## config.mk

```make
export PLATFORM = sky130hd
export DESIGN_NAME = video_pixel_format
export DESIGN_NICKNAME = d
export VERILOG_FILES = /design/src/video_pix_pkg.sv /design/src/video_pixel_format.sv
export SDC_FILE = /design/constraint.sdc
export NUM_CORES = 1
export LEC_CHECK = 0
export ABC_AREA = 1
export BUFFER_PORTS_ARGS = -buffer_cell sky130_fd_sc_hd__buf_4
export CORE_MARGIN = 2
export CORE_UTILIZATION = 37
export DETAILED_ROUTE_END_ITERATION = 10
export GPL_ROUTABILITY_DRIVEN = 0
export PLACE_DENSITY = 0.83
export SLEW_MARGIN = 20
export SYNTH_ARGS = -nofsm -noshare
export SYNTH_HDL_FRONTEND = slang
export SYNTH_SLANG_ARGS = --single-unit
```

## constraint.sdc

```tcl
create_clock -name vclk -period 1.25
set_input_delay 0.375 -clock vclk [all_inputs]
set_output_delay 0.375 -clock vclk [all_outputs]
set_load 0.005 [all_outputs]
```

## src/video_pix_pkg.sv

```systemverilog
package video_pix_pkg;

  ////////////////////////////////////////
  // Pixel encodings
  ////////////////////////////////////////

  // Framebuffer colour depth
  typedef enum logic {
    DEPTH_24 = 1'b0,
    DEPTH_16 = 1'b1
  } depth_e;

  // 24-bit colour, blue in the top byte
  typedef struct packed {
    logic [7:0] blue;
    logic [7:0] green;
    logic [7:0] red;
  } color_t;

  ////////////////////////////////////////
  // Line buffer
  ////////////////////////////////////////

  // One bank holds one line of 32-bit words
  localparam int unsigned LbBankWords = 4096;

  // Top address bit selects the bank
  localparam int unsigned LbAddrWidth = 13;

  typedef struct packed {
    logic                   we;
    logic [LbAddrWidth-1:0] addr;
    logic [31:0]            data;
  } lb_wr_t;

  // Video output bundle
  typedef struct packed {
    logic   pixel;
    logic   hsync;
    logic   vsync;
    color_t rgb;
  } video_out_t;

endpackage

```

## src/video_pixel_format.sv

```systemverilog
`timescale 1ns/1ps

module video_pixel_format (
  input  logic                      pixel_i,
  input  logic                      hsync_i,
  input  logic                      vsync_i,
  input  logic                      in_fb_i,
  input  logic                      odd_half_i,
  input  logic [31:0]               rd_data_i,
  input  video_pix_pkg::depth_e     depth_i,
  input  video_pix_pkg::color_t     bg_color_i,
  output video_pix_pkg::video_out_t video_o
);
  import video_pix_pkg::*;

  logic [15:0] half_word;
  color_t      rgb565;
  color_t      rgb;

  assign half_word = odd_half_i ? rd_data_i[31:16] : rd_data_i[15:0];

  // Widen r5g6b5 by repeating the top bits of each field
  assign rgb565.red   = {half_word[15:11], half_word[15:13]};
  assign rgb565.green = {half_word[10:5], half_word[10:9]};
  assign rgb565.blue  = {half_word[4:0], half_word[4:2]};

  always_comb begin
    rgb = '0;
    if (pixel_i) begin
      if (!in_fb_i) begin
        rgb = bg_color_i;
      end else if (depth_i == DEPTH_16) begin
        rgb = rgb565;
      end else begin
        rgb = color_t'(rd_data_i[23:0]);
      end
    end
  end

  assign video_o = '{pixel: pixel_i, hsync: hsync_i, vsync: vsync_i, rgb: rgb};

endmodule

```

==> results of run 1 <==
## Yosys cell counts
master / number
a21oi_1: 48
buf_4: 6
buf_6: 6
clkbuf_1: 2
clkbuf_2: 2
inv_1: 32
inv_2: 1
inv_4: 2
nand2_1: 30
nand2_2: 2
nand3_1: 14
nand3_2: 2
o21ai_0: 24
## stage by stage
stage	worst slack, ps	setup TNS, ps	cell area (um^2)
after CTS	-123	-2690	2040
after detailed placement	-248	-5020	1560
after global placement	-231	-4960	1560
after floorplan	-36.0	-467	912
## logic make-up after synthesis
| group | after synthesis | synth area share, % |
|---|---|---|
| AOI/OAI and AO/OA | 72 | 42.8 |
| buffers and inverters | 51 | 31.6 |
| and+or+nand+nor | 48 | 25.6 |
## timing repair
action	4_1_cts
cloned	3
endpoints found under the setup margin	24
pin swaps	32
resized for setup	122
==> results.py, run 1 <==
metrics = {
    "yosys": {
        "synthDistinctLibCells": 13,
        "synth_area_leaders": "a21oi_1 29%, o21ai_0 14%, inv_1 14%",
        "synth_cells": 171,
        "synth_area_um2": 842,
        "ys_seq_area_share_pct": 0,
        "yosysWarnings": 0,
        "syn_area_per_cell_um2": 4.92,
        "synth_nets": 233,
        "yosysTopAreaCell": "a21oi_1",
        "synth_top_area_share_pct": 28.5,
    },
    "run_status": {
        "haltStage": "5_1_grt",
        "status": "stopped before the end",
        "error": "[ERROR DPL-0038] Utilization greater than 100%, impossible to legalize",
    },
    "die": {
        "io_pins": 89,
        "rows": 17,
        "die_h_um": 51.7,
        "die_w_um": 51.7,
        "start_util_pct": 38.4,
    },
    "global_route": {
        "grt_max_degree": 26,
    },
    "clocking": {
        "postCtsSetupBuffers": 0,
        "postCtsHoldBufs": 0,
    },
    "sta": {
        "worst-ep-kind": "output port",
        "grt_worst_setup_endpoint": "video_o[22]",
    },
    "placed_design": {
        "place_hpwl_um": 2660,
        "dp_cells": 279,
        "numPortBuffers": 85,
    },
}
==> inputs of run 2 (changes only) <==
--- a/config.mk
+++ b/config.mk
@@ -7,11 +7,11 @@
 export LEC_CHECK = 0
 export ABC_AREA = 1
 export BUFFER_PORTS_ARGS = -buffer_cell sky130_fd_sc_hd__buf_4
-export CORE_MARGIN = 2
-export CORE_UTILIZATION = 37
+export CORE_AREA = 2 2 63 65
 export DETAILED_ROUTE_END_ITERATION = 10
+export DIE_AREA = 0 0 65 67
 export GPL_ROUTABILITY_DRIVEN = 0
-export PLACE_DENSITY = 0.83
+export PLACE_DENSITY_LB_ADDON = 0.15
 export SLEW_MARGIN = 20
 export SYNTH_ARGS = -nofsm -noshare
 export SYNTH_HDL_FRONTEND = slang
==> results.py, run 2 <==
metrics = {
    "cells_and_area": {
        "most-common-layout-cells": "83 x buf_4, 43 x a21oi_2, 32 x inv_1",
        "multi_input_area_um2": 880,
        "nClkBuffers": 0,
        "final_common_cell": "buf_4",
        "regArea_um2": 0,
        "area_delta_synth_final_pct": 140,
        "n_antenna_cell": 0,
        "nets": 320,
        "seq_cell_count": 0,
        "fill_cells": 378,
        "drive_gt1_share_pct": 68.4,
        "design_area_um2": 2020,
    },
    "routing": {
        "wl_um": 4040,
        "routed_via_density": 4.63,
        "wl_per_cell_um": 13.3,
        "drt.antenna.violating_nets": 0,
        "first_pass_iters": 4,
        "post-route-drc-count": 0,
        "vias": 1407,
        "drtIter0Drc": 39,
    },
    "yosys": {
        "synth_common_cells": "48 x a21oi_1, 32 x inv_1, 30 x nand2_1",
        "synth_cells": 171,
        "yosysWarnings": 0,
        "syn_area_per_cell_um2": 4.92,
        "synth_top_area_share_pct": 28.5,
        "synth_nets": 233,
        "synth_area_leaders": "a21oi_1 29%, o21ai_0 14%, inv_1 14%",
        "yosysMostFrequentCell": "a21oi_1",
        "ys_seq_area_share_pct": 0,
        "synthDistinctLibCells": 13,
        "synth_area_um2": 842,
        "yosysTopAreaCell": "a21oi_1",
    },
    "clocking": {
        "postCtsSetupBuffers": 0,
        "postCtsHoldBufs": 0,
    },
    "sta": {
        "hold_viol": 0,
        "setup_viol": 24,
        "period_share_pct": 114,
        "whs_ps": 750,
        "timing.slew.headroom_pct": 86.8,
        "final.setup.worst_slack_ps": -171,
        "tightest_slew_ps": 195,
        "grt_setup_unrepaired": "true",
        "fmax_ghz": 0.704,
        "maxSlewViolCount": 0,
        "min_period_ps": 1420,
    },
    "setup_path": {
        "critPathArrivalTime_ps": 1050,
        "required_ps": 880,
        "path_max_fanout": 9,
        "crit_type": "input pin to primary output",
        "crit_path_start_kind": "input pin",
        "crit_path_end_kind": "primary output",
    },
    "power_and_ir_drop": {
        "p_leak_uw": 0.00102,
        "peakVddDrop_mv": 0.145,
        "pwr_density_cell_nw_per_um2": 357,
        "p_total_uw": 722,
    },
    "die": {
        "rows": 22,
        "core-area_um2": 3610,
        "die_area_um2": 4360,
        "die_w_um": 65,
        "start_util_pct": 23.4,
        "io_pins": 89,
        "die_h_um": 67,
    },
    "global_route": {
        "grt_pass1_wl_um": 6530,
        "antenna_found_initial": 0,
        "grt_use_total_pct": 18.9,
        "grt_max_degree": 26,
        "grt_pass1_vias": 1416,
        "grt_overflow": 0,
    },
    "min_path": {
        "min-delay-path-class": "input pin to primary output",
        "hold_depth": 0,
        "min_from": "vsync_i",
        "min_to": "video_o[24]",
    },
    "run_status": {
        "status": "finished with violations",
        "violations": "negative setup slack",
    },
    "placed_design": {
        "postPlaceCellArea_um2": 1680,
        "numPortBuffers": 85,
        "place_hpwl_um": 3110,
        "pre_cts_ws_ps": -257,
    },
    "run": {
        "cap_violations": 0,
    },
}
[run 2: cell counts after synthesis]
Identical to the previous run, type by type.
[run 2: routing by layer]
metal / global-route usage, % / wire, um / vias to the layer above
li1: - / - / 726
met2: 33.4 / 1930 / 50
met4: 4.26 / 87 / 0
met1: 25.3 / 1840 / 623
met5: 0 / 0 / -
met3: 0.845 / 184 / 8
[run 2: power by group]
part | switching [uW] | leakage (uW) | total, uW | internal, uW
registers | 0 | 0 | 0 | 0
logic | 328 | 0.00102 | 722 | 394
clock network | 0 | 0 | 0 | 0
[run 2: metrics by stage]
stage	std cells	TNS, ps	util, %
2_1_floorplan	171	-467	-
3_3_place_gp	303	-5250	46.6
3_5_place_dp	303	-5310	46.6
4_1_cts	304	-3640	53.6
5_1_grt	304	-4450	56.0
6_report	304	-3460	56.0
[run 2: logic make-up (layout without fill, tap and decap cells)]
kind of cell | after synthesis | count (layout) | share of synthesized area, %
simple gates | 48 | 48 | 25.6
buf+inv | 51 | 136 | 31.6
compound gates | 72 | 72 | 42.8
[run 2: how the worst max path moves through the flow]
stage               slack (ps)  startpoint     endpoint
detailed placement        -260  odd_half_i  video_o[14]
CTS                       -170  odd_half_i  video_o[17]
floorplan                  -40     depth_i  video_o[15]
global route              -210  odd_half_i  video_o[12]
finish                    -170  odd_half_i  video_o[22]
global placement          -250  odd_half_i  video_o[10]
[run 2: what timing repair did]
item,in CTS,in global routing
cloned,1,0
resized for setup,71,28
endpoints found under the setup margin,24,24
pin swaps,25,7
[run 2: layout make-up]
class                      count  area share (%)
inverter                      35            7.49
multi-input combinational    120            43.5
tap                           48            2.97
timing repair buffer         101            46.0
[run 2: worst max-delay path: stages]
cell and delay (ps):
buf_12 120, inv_8 50, buf_12 120, nand2_4 50, nand3_4 70, a21oi_2 130, buf_4 110
(Power assumes the default switching activity.)
