<file path="src/video_pix_pkg.sv">
package video_pix_pkg;

  ////////////////////////////////////////
  // Pixel encodings
  ////////////////////////////////////////

  // Framebuffer colour depth
  typedef enum logic {
    DEPTH_24 = 1'b0,
    DEPTH_16 = 1'b1
  } depth_e;

  // 24-bit colour, blue in the top byte
  typedef struct packed {
    logic [7:0] blue;
    logic [7:0] green;
    logic [7:0] red;
  } color_t;

  ////////////////////////////////////////
  // Line buffer
  ////////////////////////////////////////

  // One bank holds one line of 32-bit words
  localparam int unsigned LbBankWords = 4096;

  // Top address bit selects the bank
  localparam int unsigned LbAddrWidth = 13;

  typedef struct packed {
    logic                   we;
    logic [LbAddrWidth-1:0] addr;
    logic [31:0]            data;
  } lb_wr_t;

  // Video output bundle
  typedef struct packed {
    logic   pixel;
    logic   hsync;
    logic   vsync;
    color_t rgb;
  } video_out_t;

endpackage

</file>
<file path="src/video_reg_pkg.sv">
package video_reg_pkg;

  ////////////////////////////////////////
  // Register map
  ////////////////////////////////////////

  // Word addresses, taken from address bits 7 to 2
  typedef enum logic [5:0] {
    ENABLE     = 6'h00,
    POLARITY   = 6'h02,
    H_TOTAL    = 6'h08,
    H_END_DISP = 6'h09,
    H_SRT_SYNC = 6'h0A,
    H_END_SYNC = 6'h0B,
    V_TOTAL    = 6'h0C,
    V_END_DISP = 6'h0D,
    V_SRT_SYNC = 6'h0E,
    V_END_SYNC = 6'h0F,
    FB_COMMIT  = 6'h10,
    FB_WIDTH   = 6'h14,
    FB_HEIGHT  = 6'h15,
    FB_DEPTH   = 6'h16,
    BG_COLOR   = 6'h18
  } reg_addr_e;

  localparam int unsigned CntWidth   = 16;
  localparam int unsigned FbDimWidth = 12;

  // Single-cycle control request
  typedef struct packed {
    logic        en;
    logic        we;
    logic [7:0]  addr;
    logic [31:0] wdata;
  } ctrl_req_t;

  ////////////////////////////////////////
  // Configuration bundles
  ////////////////////////////////////////

  // Sync polarity of 1 gives an active-low pulse
  typedef struct packed {
    logic [CntWidth-1:0] h_total;
    logic [CntWidth-1:0] h_end_disp;
    logic [CntWidth-1:0] h_srt_sync;
    logic [CntWidth-1:0] h_end_sync;
    logic [CntWidth-1:0] v_total;
    logic [CntWidth-1:0] v_end_disp;
    logic [CntWidth-1:0] v_srt_sync;
    logic [CntWidth-1:0] v_end_sync;
    logic                hsync_pol;
    logic                vsync_pol;
  } timing_cfg_t;

  typedef struct packed {
    logic [FbDimWidth-1:0] width;
    logic [FbDimWidth-1:0] height;
    video_pix_pkg::depth_e depth;
    video_pix_pkg::color_t bg_color;
  } fb_cfg_t;

  // 640x480 at 60 Hz, negative syncs
  localparam timing_cfg_t TimingCfgDefault = '{
    h_total: 16'd800, h_end_disp: 16'd640, h_srt_sync: 16'd656, h_end_sync: 16'd752,
    v_total: 16'd525, v_end_disp: 16'd480, v_srt_sync: 16'd490, v_end_sync: 16'd492,
    hsync_pol: 1'b1, vsync_pol: 1'b1
  };

  localparam fb_cfg_t FbCfgDefault = '{
    width:    12'd640,
    height:   12'd480,
    depth:    video_pix_pkg::DEPTH_24,
    bg_color: '{blue: 8'hFF, green: 8'hFF, red: 8'hFF}
  };

endpackage

</file>
<file path="src/video_raster_timing.sv">
`timescale 1ns/1ps

module video_raster_timing (
  input  logic                                  pxl_clk_i,
  input  logic                                  rst_ni,
  input  logic                                  enable_i,
  input  video_reg_pkg::timing_cfg_t            timing_cfg_i,
  input  video_reg_pkg::fb_cfg_t                fb_cfg_i,
  output logic                                  end_of_frame_o,
  output logic                                  rd_en_o,
  output logic [video_pix_pkg::LbAddrWidth-1:0] rd_addr_o,
  output logic                                  pixel_o,
  output logic                                  hsync_o,
  output logic                                  vsync_o,
  output logic                                  in_fb_o,
  output logic                                  odd_half_o
);
  import video_reg_pkg::*;
  import video_pix_pkg::*;

  logic [CntWidth-1:0] h_cnt_q;
  logic [CntWidth-1:0] v_cnt_q;
  logic                h_wrap;
  logic                v_wrap;

  logic h_in_sync;
  logic v_in_sync;
  logic pixel_d;
  logic eof_d;

  ////////////////////////////////////////
  // Counters
  ////////////////////////////////////////

  assign h_wrap = h_cnt_q == timing_cfg_i.h_total - CntWidth'(1);
  assign v_wrap = v_cnt_q == timing_cfg_i.v_total - CntWidth'(1);

  always_ff @(posedge pxl_clk_i or negedge rst_ni) begin
    if (!rst_ni) begin
      h_cnt_q <= '0;
      v_cnt_q <= '0;
    end else if (!enable_i) begin
      h_cnt_q <= '0;
      v_cnt_q <= '0;
    end else if (h_wrap) begin
      h_cnt_q <= '0;
      v_cnt_q <= v_wrap ? '0 : v_cnt_q + CntWidth'(1);
    end else begin
      h_cnt_q <= h_cnt_q + CntWidth'(1);
    end
  end

  ////////////////////////////////////////
  // Windows and line buffer request
  ////////////////////////////////////////

  assign h_in_sync = h_cnt_q >= timing_cfg_i.h_srt_sync && h_cnt_q < timing_cfg_i.h_end_sync;
  assign v_in_sync = v_cnt_q >= timing_cfg_i.v_srt_sync && v_cnt_q < timing_cfg_i.v_end_sync;

  assign pixel_d = enable_i && h_cnt_q < timing_cfg_i.h_end_disp
                 && v_cnt_q < timing_cfg_i.v_end_disp;
  assign eof_d   = enable_i && h_cnt_q == timing_cfg_i.h_end_disp
                 && v_cnt_q == timing_cfg_i.v_end_disp - CntWidth'(1);

  assign rd_en_o = enable_i && h_cnt_q < CntWidth'(fb_cfg_i.width)
                 && v_cnt_q < CntWidth'(fb_cfg_i.height);

  // Two 16-bit pixels share one word
  assign rd_addr_o = (fb_cfg_i.depth == DEPTH_16) ? {v_cnt_q[0], 1'b0, h_cnt_q[11:1]}
                                                  : {v_cnt_q[0], h_cnt_q[11:0]};

  // Outputs line up with the registered line buffer read
  always_ff @(posedge pxl_clk_i or negedge rst_ni) begin
    if (!rst_ni) begin
      pixel_o        <= 1'b0;
      hsync_o        <= 1'b0;
      vsync_o        <= 1'b0;
      end_of_frame_o <= 1'b0;
      in_fb_o        <= 1'b0;
      odd_half_o     <= 1'b0;
    end else begin
      pixel_o        <= pixel_d;
      hsync_o        <= enable_i && (h_in_sync ^ timing_cfg_i.hsync_pol);
      vsync_o        <= enable_i && (v_in_sync ^ timing_cfg_i.vsync_pol);
      end_of_frame_o <= eof_d;
      in_fb_o        <= rd_en_o;
      odd_half_o     <= h_cnt_q[0];
    end
  end

  a_eof_single: assert property (
    @(posedge pxl_clk_i) disable iff (!rst_ni)
    end_of_frame_o |=> !end_of_frame_o
  ) else $error("end of frame held for two cycles");

endmodule

</file>
<file path="config.mk">
export PLATFORM = sky130hd
export DESIGN_NAME = video_raster_timing
export DESIGN_NICKNAME = d
export VERILOG_FILES = /design/src/video_pix_pkg.sv /design/src/video_reg_pkg.sv /design/src/video_raster_timing.sv
export SDC_FILE = /design/constraint.sdc
export NUM_CORES = 1
export LEC_CHECK = 0
export ABC_AREA = 1
export BUFFER_PORTS_ARGS = -buffer_cell sky130_fd_sc_hd__buf_2
export CAP_MARGIN = 25
export CORE_MARGIN = 2
export CORE_UTILIZATION = 55
export CTS_BUF_LIST = sky130_fd_sc_hd__clkbuf_8
export CTS_CLUSTER_DIAMETER = 100
export DETAILED_ROUTE_END_ITERATION = 8
export GPL_TIMING_DRIVEN = 0
export HOLD_SLACK_MARGIN = 0.05
export PLACE_DENSITY = 0.92
export RECOVER_POWER = 100
export SETUP_SLACK_MARGIN = 0.1
export SLEW_MARGIN = 20
export SYNTH_ARGS = -nofsm -noshare
export SYNTH_HDL_FRONTEND = slang
export SYNTH_SLANG_ARGS = --single-unit
</file>
<file path="constraint.sdc">
create_clock -name pxl_clk_i -period 2.42 [get_ports pxl_clk_i]
set_input_delay 0.363 -clock pxl_clk_i [delete_from_list [all_inputs] [get_ports pxl_clk_i]]
set_output_delay 0.363 -clock pxl_clk_i [all_outputs]
set_load 0.01 [all_outputs]
</file>
==> impl_metrics.json <==
{
  "ant_nets": 0,
  "nNetsFinal": 1577,
  "slew_viol_final": 0,
  "required_ns": 2.06,
  "chipHeight_um": 115,
  "synth_nets": 1374,
  "dp_hpwl_um": 16100,
  "post-place-ws_ns": -0.00818,
  "clk_path_buf_depth": 2,
  "synth_area_um2": 6800,
  "grt_pass1_vias": 7552,
  "min_period_over_period_pct": 101,
  "finalPower_mw": 1.94,
  "postSynthAreaPerCell_um2": 6.35,
  "setup_viol": 1,
  "synth_commonest_cells": "nand2_1, inv_1, ha_1",
  "powerDensity_nw_per_um2": 234,
  "worst_pin_slew_ns": 0.882,
  "synth_cells": 1071,
  "grt_max_degree": 39,
  "min_path_type": "primary input to async pin",
  "htreeDepth": 2,
  "synthFlopType": "dfrtp_1",
  "seq_area_um2": 967,
  "min_period_ns": 2.45,
  "seq_area_frac_synth_pct": 14.0,
  "grt_usage_pct": 31.1,
  "fmax_mhz": 408,
  "port_buffers": 177,
  "fp.dieW_um": 115,
  "rows": 40,
  "layoutNonFillerInstCount": 1443,
  "diodes": 0,
  "cp-start-kind": "register",
  "r2r.worst_path.cells": 8,
  "crit_slowest_cell": "dfrtp_2",
  "status": "finished, violations left",
  "drc": 0,
  "multi_input_area_um2": 5050,
  "skew_ns": 0.0118,
  "grt-ovfl-total": 0,
  "cts.sinks": 38,
  "fin_util_pct": 68.8,
  "setup-tns-final_ns": -0.0330,
  "dieArea_um2": 13300,
  "netlist_top_cells_area": "ha_1, dfrtp_1, nand2_1",
  "synth_top_cell_by_area": "ha_1",
  "num_io_pins": 202,
  "vias_per_cell": 5.46,
  "grt_pass1_wl_um": 33500,
  "numCtsBuffers": 5,
  "ctsRootBufferMaster": "clkbuf_8",
  "setup_ws_ns": -0.0330,
  "max_cap_viol_count": 0,
  "cpPeakStageDelay_ns": 0.53,
  "worstPathCellList": "ha_1 -> a21oi_1 -> o211ai_1 -> nor2_1 -> o21ai_1 -> nor2_2 -> buf_2",
  "reg2reg_to": "v_cnt_q[10]$_DFFE_PN0P_",
  "vias": 7885,
  "criticalPathCategory": "register to primary output",
  "synth-seq-cells": 38,
  "wl_per_cell_um": 14.4,
  "synthDistinctLibCells": 39,
  "cts_tree": "yes",
  "r2r_slack_ns": 0.22,
  "violations": "setup timing",
  "yosysMostFrequentCell": "nand2_1",
  "wl_um": 20800,
  "start_util_pct": 56.4,
  "drtIter0Drc": 572,
  "layout-drive-gt1-share_pct": 20.4,
  "cp_data_arrival_time_ns": 2.09,
  "fill_cells": 1009,
  "rsz0062_at_grt": "yes",
  "crit_path_end_kind": "primary output",
  "synth_top_area_share_pct": 22.3,
  "core_area_um2": 12100,
  "timing.rr.start": "v_cnt_q[7]$_DFFE_PN0P_",
  "dp_cells": 1416,
  "gp_congestion": 0.904,
  "clk_latency_ns": 0.30,
  "drt_first_pass_iters": 5,
  "antenna_found_initial": 0,
  "syn_to_final_growth_pct": 22.0,
  "relSlewSlack_pct": 41.2,
  "peakVddDrop_uv": 226,
  "hold_violations": 0,
  "ctsHoldBuffers": 0,
  "p_leak_nw": 4.88,
  "synth-edff-count": 0,
  "yosysWarnings": 0,
  "synth-async-reset-ratio_pct": 100,
  "clkTransAtPathRegs_ns": 0.09,
  "crit_path_max_fanout": 10
}
[metrics by stage]
| stage | hold WS (ns) | cell area (um^2) |
|---|---|---|
| after floorplan | 0.0674 | 6800 |
| after global placement | 0.486 | 7900 |
| after detailed placement | 0.503 | 7900 |
| after CTS | 0.191 | 8160 |
| after global routing | 0.240 | 8290 |
| final | 0.166 | 8290 |
[sequential cells by signal, indices dropped and copies added (netlist names)]
signal	cells
end_of_frame_o	1
h_cnt_q	16
hsync_o	1
in_fb_o	1
odd_half_o	1
pixel_o	1
v_cnt_q	16
vsync_o	1
[worst max-delay path by stage]
stage	start	end	slack, ns	cells after the start
finish	h_cnt_q[9]$_DFF_PN0_	rd_en_o	-0.03	7
detailed placement	timing_cfg_i[114]	h_cnt_q[14]$_DFF_PN0_	-0.008	11
floorplan	timing_cfg_i[114]	h_cnt_q[13]$_DFF_PN0_	0.43	10
global placement	timing_cfg_i[114]	h_cnt_q[14]$_DFF_PN0_	0.01	11
global route	h_cnt_q[9]$_DFF_PN0_	rd_en_o	-0.04	7
CTS	v_cnt_q[15]$_DFFE_PN0P_	rd_en_o	0.10	9
[layer usage]
metal / global-route usage, % / vias to the layer above / wire length, um
li1: - / 3864 / -
met1: 39.3 / 3540 / 8510
met2: 53.3 / 394 / 9520
met3: 5.11 / 87 / 1880
met4: 12.0 / 0 / 854
met5: 0 / - / 0
[worst max-delay path, delay by kind of cell, from the launching register on]
family	cells	cell delay (ns)
buf+inv	1	0.16
simple gates	2	0.33
fa+ha+maj	1	0.36
flops	1	0.53
compound gates	3	0.41
[repair_timing]
action,CTS,global route
setup endpoints to repair,3,7
buffers inserted,9,10
pin swaps,1,7
resized for setup,22,22
[layout by cell type, fill, tap and decap left out, types with 3 or more instances in the layout]
cell type and instances:
or2_2 4, dfrtp_1 25, dfrtp_2 13, nand2_1 243
nor3_1 15, nor2_2 6, o21a_1 5, o211ai_1 7
buf_4 24, nand4_1 38, nor2_1 95, nand2_2 3
a21oi_1 62, a211oi_1 5, inv_2 4, o21ai_0 36
nand3_2 3, nand3b_1 12, xnor2_1 16, xor2_1 44
buf_2 171, inv_1 205, nor4_1 6, ha_1 118
clkbuf_1 16, clkbuf_8 5, nand3_1 57, nor2_4 8
[where the power goes]
group	switching, mW	internal (mW)
sequential	0.00680	0.643
combinational	0.363	0.266
clock	0.250	0.413
[area by class of cell]
cell class / instances / area share, %
clock inverters: 3 / 0.830
inverters: 210 / 9.55
well taps: 168 / 2.53
repair buffers: 196 / 12.3
plain buffers: 19 / 1.36
clock buffers: 5 / 0.830
flip-flops and latches: 38 / 11.7
multi-input cells: 804 / 61.0
[logic make-up (layout without fill, tap and decap cells)]
| family | Yosys count | in the layout | synth area share [%] |
|---|---|---|---|
| buffers and inverters | 229 | 433 | 13.1 |
| DFF | 38 | 38 | 14.0 |
| xor gates and xnor gates | 60 | 60 | 7.73 |
| AOI/OAI and AO/OA | 127 | 127 | 10.3 |
| adders and majority gates | 121 | 121 | 22.3 |
| and+or+nand+nor | 496 | 496 | 32.6 |
Power figures use the tool's default switching activity.
