<file path="src/video_pix_pkg.sv">
package video_pix_pkg;

  ////////////////////////////////////////
  // Pixel encodings
  ////////////////////////////////////////

  // Framebuffer colour depth
  typedef enum logic {
    DEPTH_24 = 1'b0,
    DEPTH_16 = 1'b1
  } depth_e;

  // 24-bit colour, blue in the top byte
  typedef struct packed {
    logic [7:0] blue;
    logic [7:0] green;
    logic [7:0] red;
  } color_t;

  ////////////////////////////////////////
  // Line buffer
  ////////////////////////////////////////

  // One bank holds one line of 32-bit words
  localparam int unsigned LbBankWords = 4096;

  // Top address bit selects the bank
  localparam int unsigned LbAddrWidth = 13;

  typedef struct packed {
    logic                   we;
    logic [LbAddrWidth-1:0] addr;
    logic [31:0]            data;
  } lb_wr_t;

  // Video output bundle
  typedef struct packed {
    logic   pixel;
    logic   hsync;
    logic   vsync;
    color_t rgb;
  } video_out_t;

endpackage

</file>
<file path="src/video_reg_pkg.sv">
package video_reg_pkg;

  ////////////////////////////////////////
  // Register map
  ////////////////////////////////////////

  // Word addresses, taken from address bits 7 to 2
  typedef enum logic [5:0] {
    ENABLE     = 6'h00,
    POLARITY   = 6'h02,
    H_TOTAL    = 6'h08,
    H_END_DISP = 6'h09,
    H_SRT_SYNC = 6'h0A,
    H_END_SYNC = 6'h0B,
    V_TOTAL    = 6'h0C,
    V_END_DISP = 6'h0D,
    V_SRT_SYNC = 6'h0E,
    V_END_SYNC = 6'h0F,
    FB_COMMIT  = 6'h10,
    FB_WIDTH   = 6'h14,
    FB_HEIGHT  = 6'h15,
    FB_DEPTH   = 6'h16,
    BG_COLOR   = 6'h18
  } reg_addr_e;

  localparam int unsigned CntWidth   = 16;
  localparam int unsigned FbDimWidth = 12;

  // Single-cycle control request
  typedef struct packed {
    logic        en;
    logic        we;
    logic [7:0]  addr;
    logic [31:0] wdata;
  } ctrl_req_t;

  ////////////////////////////////////////
  // Configuration bundles
  ////////////////////////////////////////

  // Sync polarity of 1 gives an active-low pulse
  typedef struct packed {
    logic [CntWidth-1:0] h_total;
    logic [CntWidth-1:0] h_end_disp;
    logic [CntWidth-1:0] h_srt_sync;
    logic [CntWidth-1:0] h_end_sync;
    logic [CntWidth-1:0] v_total;
    logic [CntWidth-1:0] v_end_disp;
    logic [CntWidth-1:0] v_srt_sync;
    logic [CntWidth-1:0] v_end_sync;
    logic                hsync_pol;
    logic                vsync_pol;
  } timing_cfg_t;

  typedef struct packed {
    logic [FbDimWidth-1:0] width;
    logic [FbDimWidth-1:0] height;
    video_pix_pkg::depth_e depth;
    video_pix_pkg::color_t bg_color;
  } fb_cfg_t;

  // 640x480 at 60 Hz, negative syncs
  localparam timing_cfg_t TimingCfgDefault = '{
    h_total: 16'd800, h_end_disp: 16'd640, h_srt_sync: 16'd656, h_end_sync: 16'd752,
    v_total: 16'd525, v_end_disp: 16'd480, v_srt_sync: 16'd490, v_end_sync: 16'd492,
    hsync_pol: 1'b1, vsync_pol: 1'b1
  };

  localparam fb_cfg_t FbCfgDefault = '{
    width:    12'd640,
    height:   12'd480,
    depth:    video_pix_pkg::DEPTH_24,
    bg_color: '{blue: 8'hFF, green: 8'hFF, red: 8'hFF}
  };

endpackage

</file>
<file path="src/video_reg_decode.sv">
`timescale 1ns/1ps

module video_reg_decode (
  input  logic                       pxl_clk_i,
  input  logic                       rst_ni,
  input  video_reg_pkg::ctrl_req_t   ctrl_i,
  input  logic                       end_of_frame_i,
  output logic [31:0]                ctrl_rddata_o,
  output logic                       enable_o,
  output video_reg_pkg::timing_cfg_t timing_cfg_o,
  output video_reg_pkg::fb_cfg_t     fb_cfg_o
);
  import video_reg_pkg::*;
  import video_pix_pkg::*;

  reg_addr_e   addr;
  logic        wr;
  logic [31:0] rd_data;

  logic        enable_q;
  logic        commit_q;
  timing_cfg_t timing_q;

  // Shadow copy written by software, committed copy seen by the raster
  fb_cfg_t     fb_shadow_q;
  fb_cfg_t     fb_cfg_q;

  assign addr = reg_addr_e'(ctrl_i.addr[7:2]);
  assign wr   = ctrl_i.en && ctrl_i.we;

  ////////////////////////////////////////
  // Read mux
  ////////////////////////////////////////

  always_comb begin
    case (addr)
      ENABLE:     rd_data = {31'd0, enable_q};
      POLARITY:   rd_data = {30'd0, timing_q.vsync_pol, timing_q.hsync_pol};
      H_TOTAL:    rd_data = {16'd0, timing_q.h_total};
      H_END_DISP: rd_data = {16'd0, timing_q.h_end_disp};
      H_SRT_SYNC: rd_data = {16'd0, timing_q.h_srt_sync};
      H_END_SYNC: rd_data = {16'd0, timing_q.h_end_sync};
      V_TOTAL:    rd_data = {16'd0, timing_q.v_total};
      V_END_DISP: rd_data = {16'd0, timing_q.v_end_disp};
      V_SRT_SYNC: rd_data = {16'd0, timing_q.v_srt_sync};
      V_END_SYNC: rd_data = {16'd0, timing_q.v_end_sync};
      FB_COMMIT:  rd_data = {31'd0, commit_q};
      // Geometry reads return what the raster is using
      FB_WIDTH:   rd_data = {20'd0, fb_cfg_q.width};
      FB_HEIGHT:  rd_data = {20'd0, fb_cfg_q.height};
      FB_DEPTH:   rd_data = {31'd0, fb_cfg_q.depth};
      BG_COLOR:   rd_data = {8'd0, fb_cfg_q.bg_color};
      default:    rd_data = 32'd0;
    endcase
  end

  ////////////////////////////////////////
  // Register writes
  ////////////////////////////////////////

  always_ff @(posedge pxl_clk_i or negedge rst_ni) begin
    if (!rst_ni) begin
      ctrl_rddata_o <= 32'd0;
      enable_q      <= 1'b0;
      commit_q      <= 1'b0;
      timing_q      <= TimingCfgDefault;
      fb_shadow_q   <= FbCfgDefault;
      fb_cfg_q      <= FbCfgDefault;
    end else begin
      // Frame boundary is the only safe point to change geometry
      if (end_of_frame_i && commit_q) begin
        commit_q <= 1'b0;
        fb_cfg_q <= fb_shadow_q;
      end

      if (ctrl_i.en) begin
        ctrl_rddata_o <= rd_data;
      end

      if (wr) begin
        case (addr)
          ENABLE:    enable_q             <= ctrl_i.wdata[0];
          FB_COMMIT: commit_q             <= ctrl_i.wdata[0];
          FB_WIDTH:  fb_shadow_q.width    <= ctrl_i.wdata[FbDimWidth-1:0];
          FB_HEIGHT: fb_shadow_q.height   <= ctrl_i.wdata[FbDimWidth-1:0];
          FB_DEPTH:  fb_shadow_q.depth    <= depth_e'(ctrl_i.wdata[0]);
          BG_COLOR:  fb_shadow_q.bg_color <= color_t'(ctrl_i.wdata[23:0]);
          default: ;
        endcase
      end

      // Timing is locked while the display runs
      if (wr && !enable_q) begin
        case (addr)
          POLARITY: begin
            timing_q.vsync_pol <= ctrl_i.wdata[1];
            timing_q.hsync_pol <= ctrl_i.wdata[0];
          end
          H_TOTAL:    timing_q.h_total    <= ctrl_i.wdata[CntWidth-1:0];
          H_END_DISP: timing_q.h_end_disp <= ctrl_i.wdata[CntWidth-1:0];
          H_SRT_SYNC: timing_q.h_srt_sync <= ctrl_i.wdata[CntWidth-1:0];
          H_END_SYNC: timing_q.h_end_sync <= ctrl_i.wdata[CntWidth-1:0];
          V_TOTAL:    timing_q.v_total    <= ctrl_i.wdata[CntWidth-1:0];
          V_END_DISP: timing_q.v_end_disp <= ctrl_i.wdata[CntWidth-1:0];
          V_SRT_SYNC: timing_q.v_srt_sync <= ctrl_i.wdata[CntWidth-1:0];
          V_END_SYNC: timing_q.v_end_sync <= ctrl_i.wdata[CntWidth-1:0];
          default: ;
        endcase
      end
    end
  end

  assign enable_o     = enable_q;
  assign timing_cfg_o = timing_q;
  assign fb_cfg_o     = fb_cfg_q;

  // Frame end only comes from a raster that was running the cycle before
  a_eof_when_enabled: assert property (
    @(posedge pxl_clk_i) disable iff (!rst_ni)
    end_of_frame_i |-> $past(enable_o)
  ) else $error("end of frame while display disabled");

endmodule

</file>
<file path="config.mk">
export PLATFORM = sky130hd
export DESIGN_NAME = video_reg_decode
export DESIGN_NICKNAME = d
export VERILOG_FILES = /design/src/video_pix_pkg.sv /design/src/video_reg_pkg.sv /design/src/video_reg_decode.sv
export SDC_FILE = /design/constraint.sdc
export NUM_CORES = 1
export LEC_CHECK = 0
export BUFFER_PORTS_ARGS = -buffer_cell sky130_fd_sc_hd__buf_2
export CAP_MARGIN = 10
export CORE_MARGIN = 4
export CORE_UTILIZATION = 45
export DETAILED_ROUTE_END_ITERATION = 8
export PLACE_DENSITY_LB_ADDON = 0.3
export SYNTH_ARGS = -nofsm -noshare
export SYNTH_HDL_FRONTEND = slang
export SYNTH_SLANG_ARGS = --single-unit
</file>
<file path="constraint.sdc">
create_clock -name pxl_clk_i -period 3.2 [get_ports pxl_clk_i]
set_clock_uncertainty 0.05 [all_clocks]
set_input_delay 0.8 -clock pxl_clk_i [delete_from_list [all_inputs] [get_ports pxl_clk_i]]
set_output_delay 0.8 -clock pxl_clk_i [all_outputs]
set_load 0.01 [all_outputs]
</file>
==> flow_metrics.tcl <==
set metrics [dict create \
    dr_wl_met2_um 13900 \
    hold_buffers 0 \
    clock_latency_ps 530 \
    core_area_um2 24500 \
    synth_edf_count 0 \
    synth_area_um2 11300 \
    critPathSlowestCell "or4b_4" \
    cts_buffers 28 \
    synth_most_common_cell "mux2_2" \
    worstPathArrival_ps 2600 \
    crit_path_end_kind "register" \
    yosys_register_bits 254 \
    synthTopCellsByArea "dfrtp_1 (35%), dfstp_2 (22%), mux2_2 (18%)" \
    clockPowerShare_pct 42.3 \
    cellInternalPower_mw 5.74 \
    rr_endpoint "timing_cfg_o[56]" \
    switching_power_mw 1.79 \
    slew_headroom_pct 52.9 \
    hpwl_um 21700 \
    slowest_delay_ps 610 \
    ys_warn_count 0 \
    cp-start-kind "primary input" \
    dieHeight_um 167 \
    antenna_found_initial 1 \
    drt_wl_total_um 30500 \
    ios 257 \
    rsz0062_at_grt "false" \
    fin_crit_ps 2240 \
    grtUsageTotal_pct 21.7 \
    cts_root_buf "clkbuf_16" \
    die-area_um2 27700 \
    num_rows 57 \
    drt-pass1-iter-count 4 \
    max_freq_ghz 0.447 \
    ys.flop_type "dfrtp_1" \
    max-vdd-ir-drop_uv 428 \
    met1_length_um 13800 \
    syn_avg_cell_area_um2 15.1 \
    hp-class "primary input to asynchronous set/reset pin" \
    routed.top_layer "met4" \
    p_per_area_nw_per_um2 543 \
    wl_per_cell_um 22.7 \
    status "completed" \
    cts_resized 0 \
    yosys-top-cells-count "mux2_2 (180), dfrtp_1 (159), dfstp_2 (95)" \
    layout-drive-gt1-share_pct 66.1 \
    ys_seq_area_share_pct 57.2 \
    finalCritPeriodShare_pct 69.9 \
    async_reset_ff_share_pct 100 \
    gr-total-overflow 0 \
    drc 0 \
    p_seq_share_pct 47.8 \
    cts_tree "built" \
    clock-sinks 254 \
    crit_type "primary input to register" \
    cp_max_fo 14 \
    r2r-start "enable_o" \
    swShare_pct 23.8 \
    nets 1041 \
    grt_pass1_vias 7681 \
    route.met3.wl_um 1870 \
    worst_pin_slew_ps 706 \
    clk_pin_slew_worst_paths_ps 60 \
    path_delay_family "simple AND/OR/NAND/NOR gates" \
    maxCapViolCount 0 \
    critical_path.cell_chain "buf_2 > or4b_4 > nor4_4 > buf_12 > mux2_2" \
    fin_setup_tns_ps 0 \
    grt_pass1_wl_um 47900 \
    synth_top_area_share_pct 35.2 \
    ff2ff_path_depth 5 \
    cp-startpoint "ctrl_i[37]" \
    dr.first_iter.drc_count 354 \
    setup_viol 0 \
    final-max-slew-violation-count 0 \
    die_x_um 167 \
    vias_per_cell 5.50 \
    cp_num_buf_inv 2 \
    timing.final.hold_violations 0 \
    ant_nets 0 \
    clockBufferDepth 3 \
    grt_max_degree 85 \
    port_buffers 238 \
    start_util_pct 46.1 \
    num_vias 7380 \
    synthCells 751 \
    cellLeakagePower_nw 6.87 \
    worstPathRequired_ps 3560 \
    synthDistinctLibCells 47 \
    area_delta_synth_final_pct 22.6 \
    h-tree-depth 1 \
    pwr-share-comb_pct 9.9 \
    place_congestion 0.903 \
    yosysTopAreaCell "dfrtp_1" \
    cts_setup_buffers 0 \
    fin_hold_ws_ps 188 \
    r2r_setup_slack_ps 1180 \
]
## registers in the layout (all words and copies together), names as in the netlist
register / cells
timing_cfg_o: 130
fb_cfg_o: 49
ctrl_rddata_o: 24
fb_shadow_q: 49
commit_q: 1
enable_o: 1
## cells by family after synthesis
kind of cell	synth area share [%]
AOI/OAI and AO/OA	6.80
buffers and inverters	3.52
and+or+nand+nor	4.42
muxes	28.0
DFF	57.2
other	0.0331
## final cells by class
type,count,area (um2)
timing repair buffer,272,1570
clock inverter,7,63.8
tap,324,405
sequential,254,6470
fill,2076,10700
multi-input combinational,437,4470
antenna,1,2.50
inverter,3,11.3
clock buffer,45,866
## routing by layer
metal / vias to the layer above / GRT usage, %
li1: 3264 / -
met2: 248 / 33.2
met1: 3810 / 31.5
met5: - / 0
met4: 0 / 6.19
met3: 58 / 4.50
## how the worst max path moves through the flow
| stage | endpoint | slack [ps] | cells after the start |
|---|---|---|---|
| 2_1_floorplan | timing_cfg_o[104] | 570 | 6 |
| 3_3_place_gp | timing_cfg_o[101] | 460 | 5 |
| 3_5_place_dp | timing_cfg_o[101] | 430 | 5 |
| 4_1_cts | timing_cfg_o[103] | 970 | 5 |
| 5_1_grt | timing_cfg_o[56] | 880 | 7 |
| 6_report | timing_cfg_o[100] | 960 | 5 |
## cells in the final DEF (no fill, tap or decap), types with 4 or more instances in the layout
master	count
a21oi_1	25
dfrtp_1	159
nor2b_1	13
mux4_2	15
nor2_1	20
buf_2	237
a22oi_1	31
mux2_4	50
nor4_4	4
a41oi_1	11
conb_1	8
mux2_2	180
nand2b_1	4
nand2_1	4
dfstp_2	95
clkbuf_16	29
clkinv_2	5
a31oi_1	5
a22o_1	19
clkbuf_1	8
mux2i_1	4
buf_4	25
clkbuf_8	8
buf_12	9
## power groups by stage
stage                     clock [mW]  combinational, mW  sequential, mW
after floorplan                    0              0.345            3.69
after global placement             0              0.738            3.65
after detailed placement           0              0.752            3.66
after CTS                       3.27              0.755            3.60
after global routing            3.42              0.807            3.63
final                           3.19              0.745            3.60
## through the flow
| stage | instance area (um2) | total power, mW | utilization [%] | setup WS, ps | std cells |
|---|---|---|---|---|---|
| 2_1_floorplan | 11300 | 4.04 | - | 568 | 758 |
| 3_3_place_gp | 12900 | 4.38 | 52.7 | 459 | 1290 |
| 3_5_place_dp | 12900 | 4.41 | 52.7 | 428 | 1290 |
| 4_1_cts | 13900 | 7.63 | 56.5 | 974 | 1342 |
| 5_1_grt | 13900 | 7.85 | 56.5 | 884 | 1343 |
| 6_report | 13900 | 7.53 | 56.5 | 963 | 1343 |
Power figures use the tool's default switching activity.
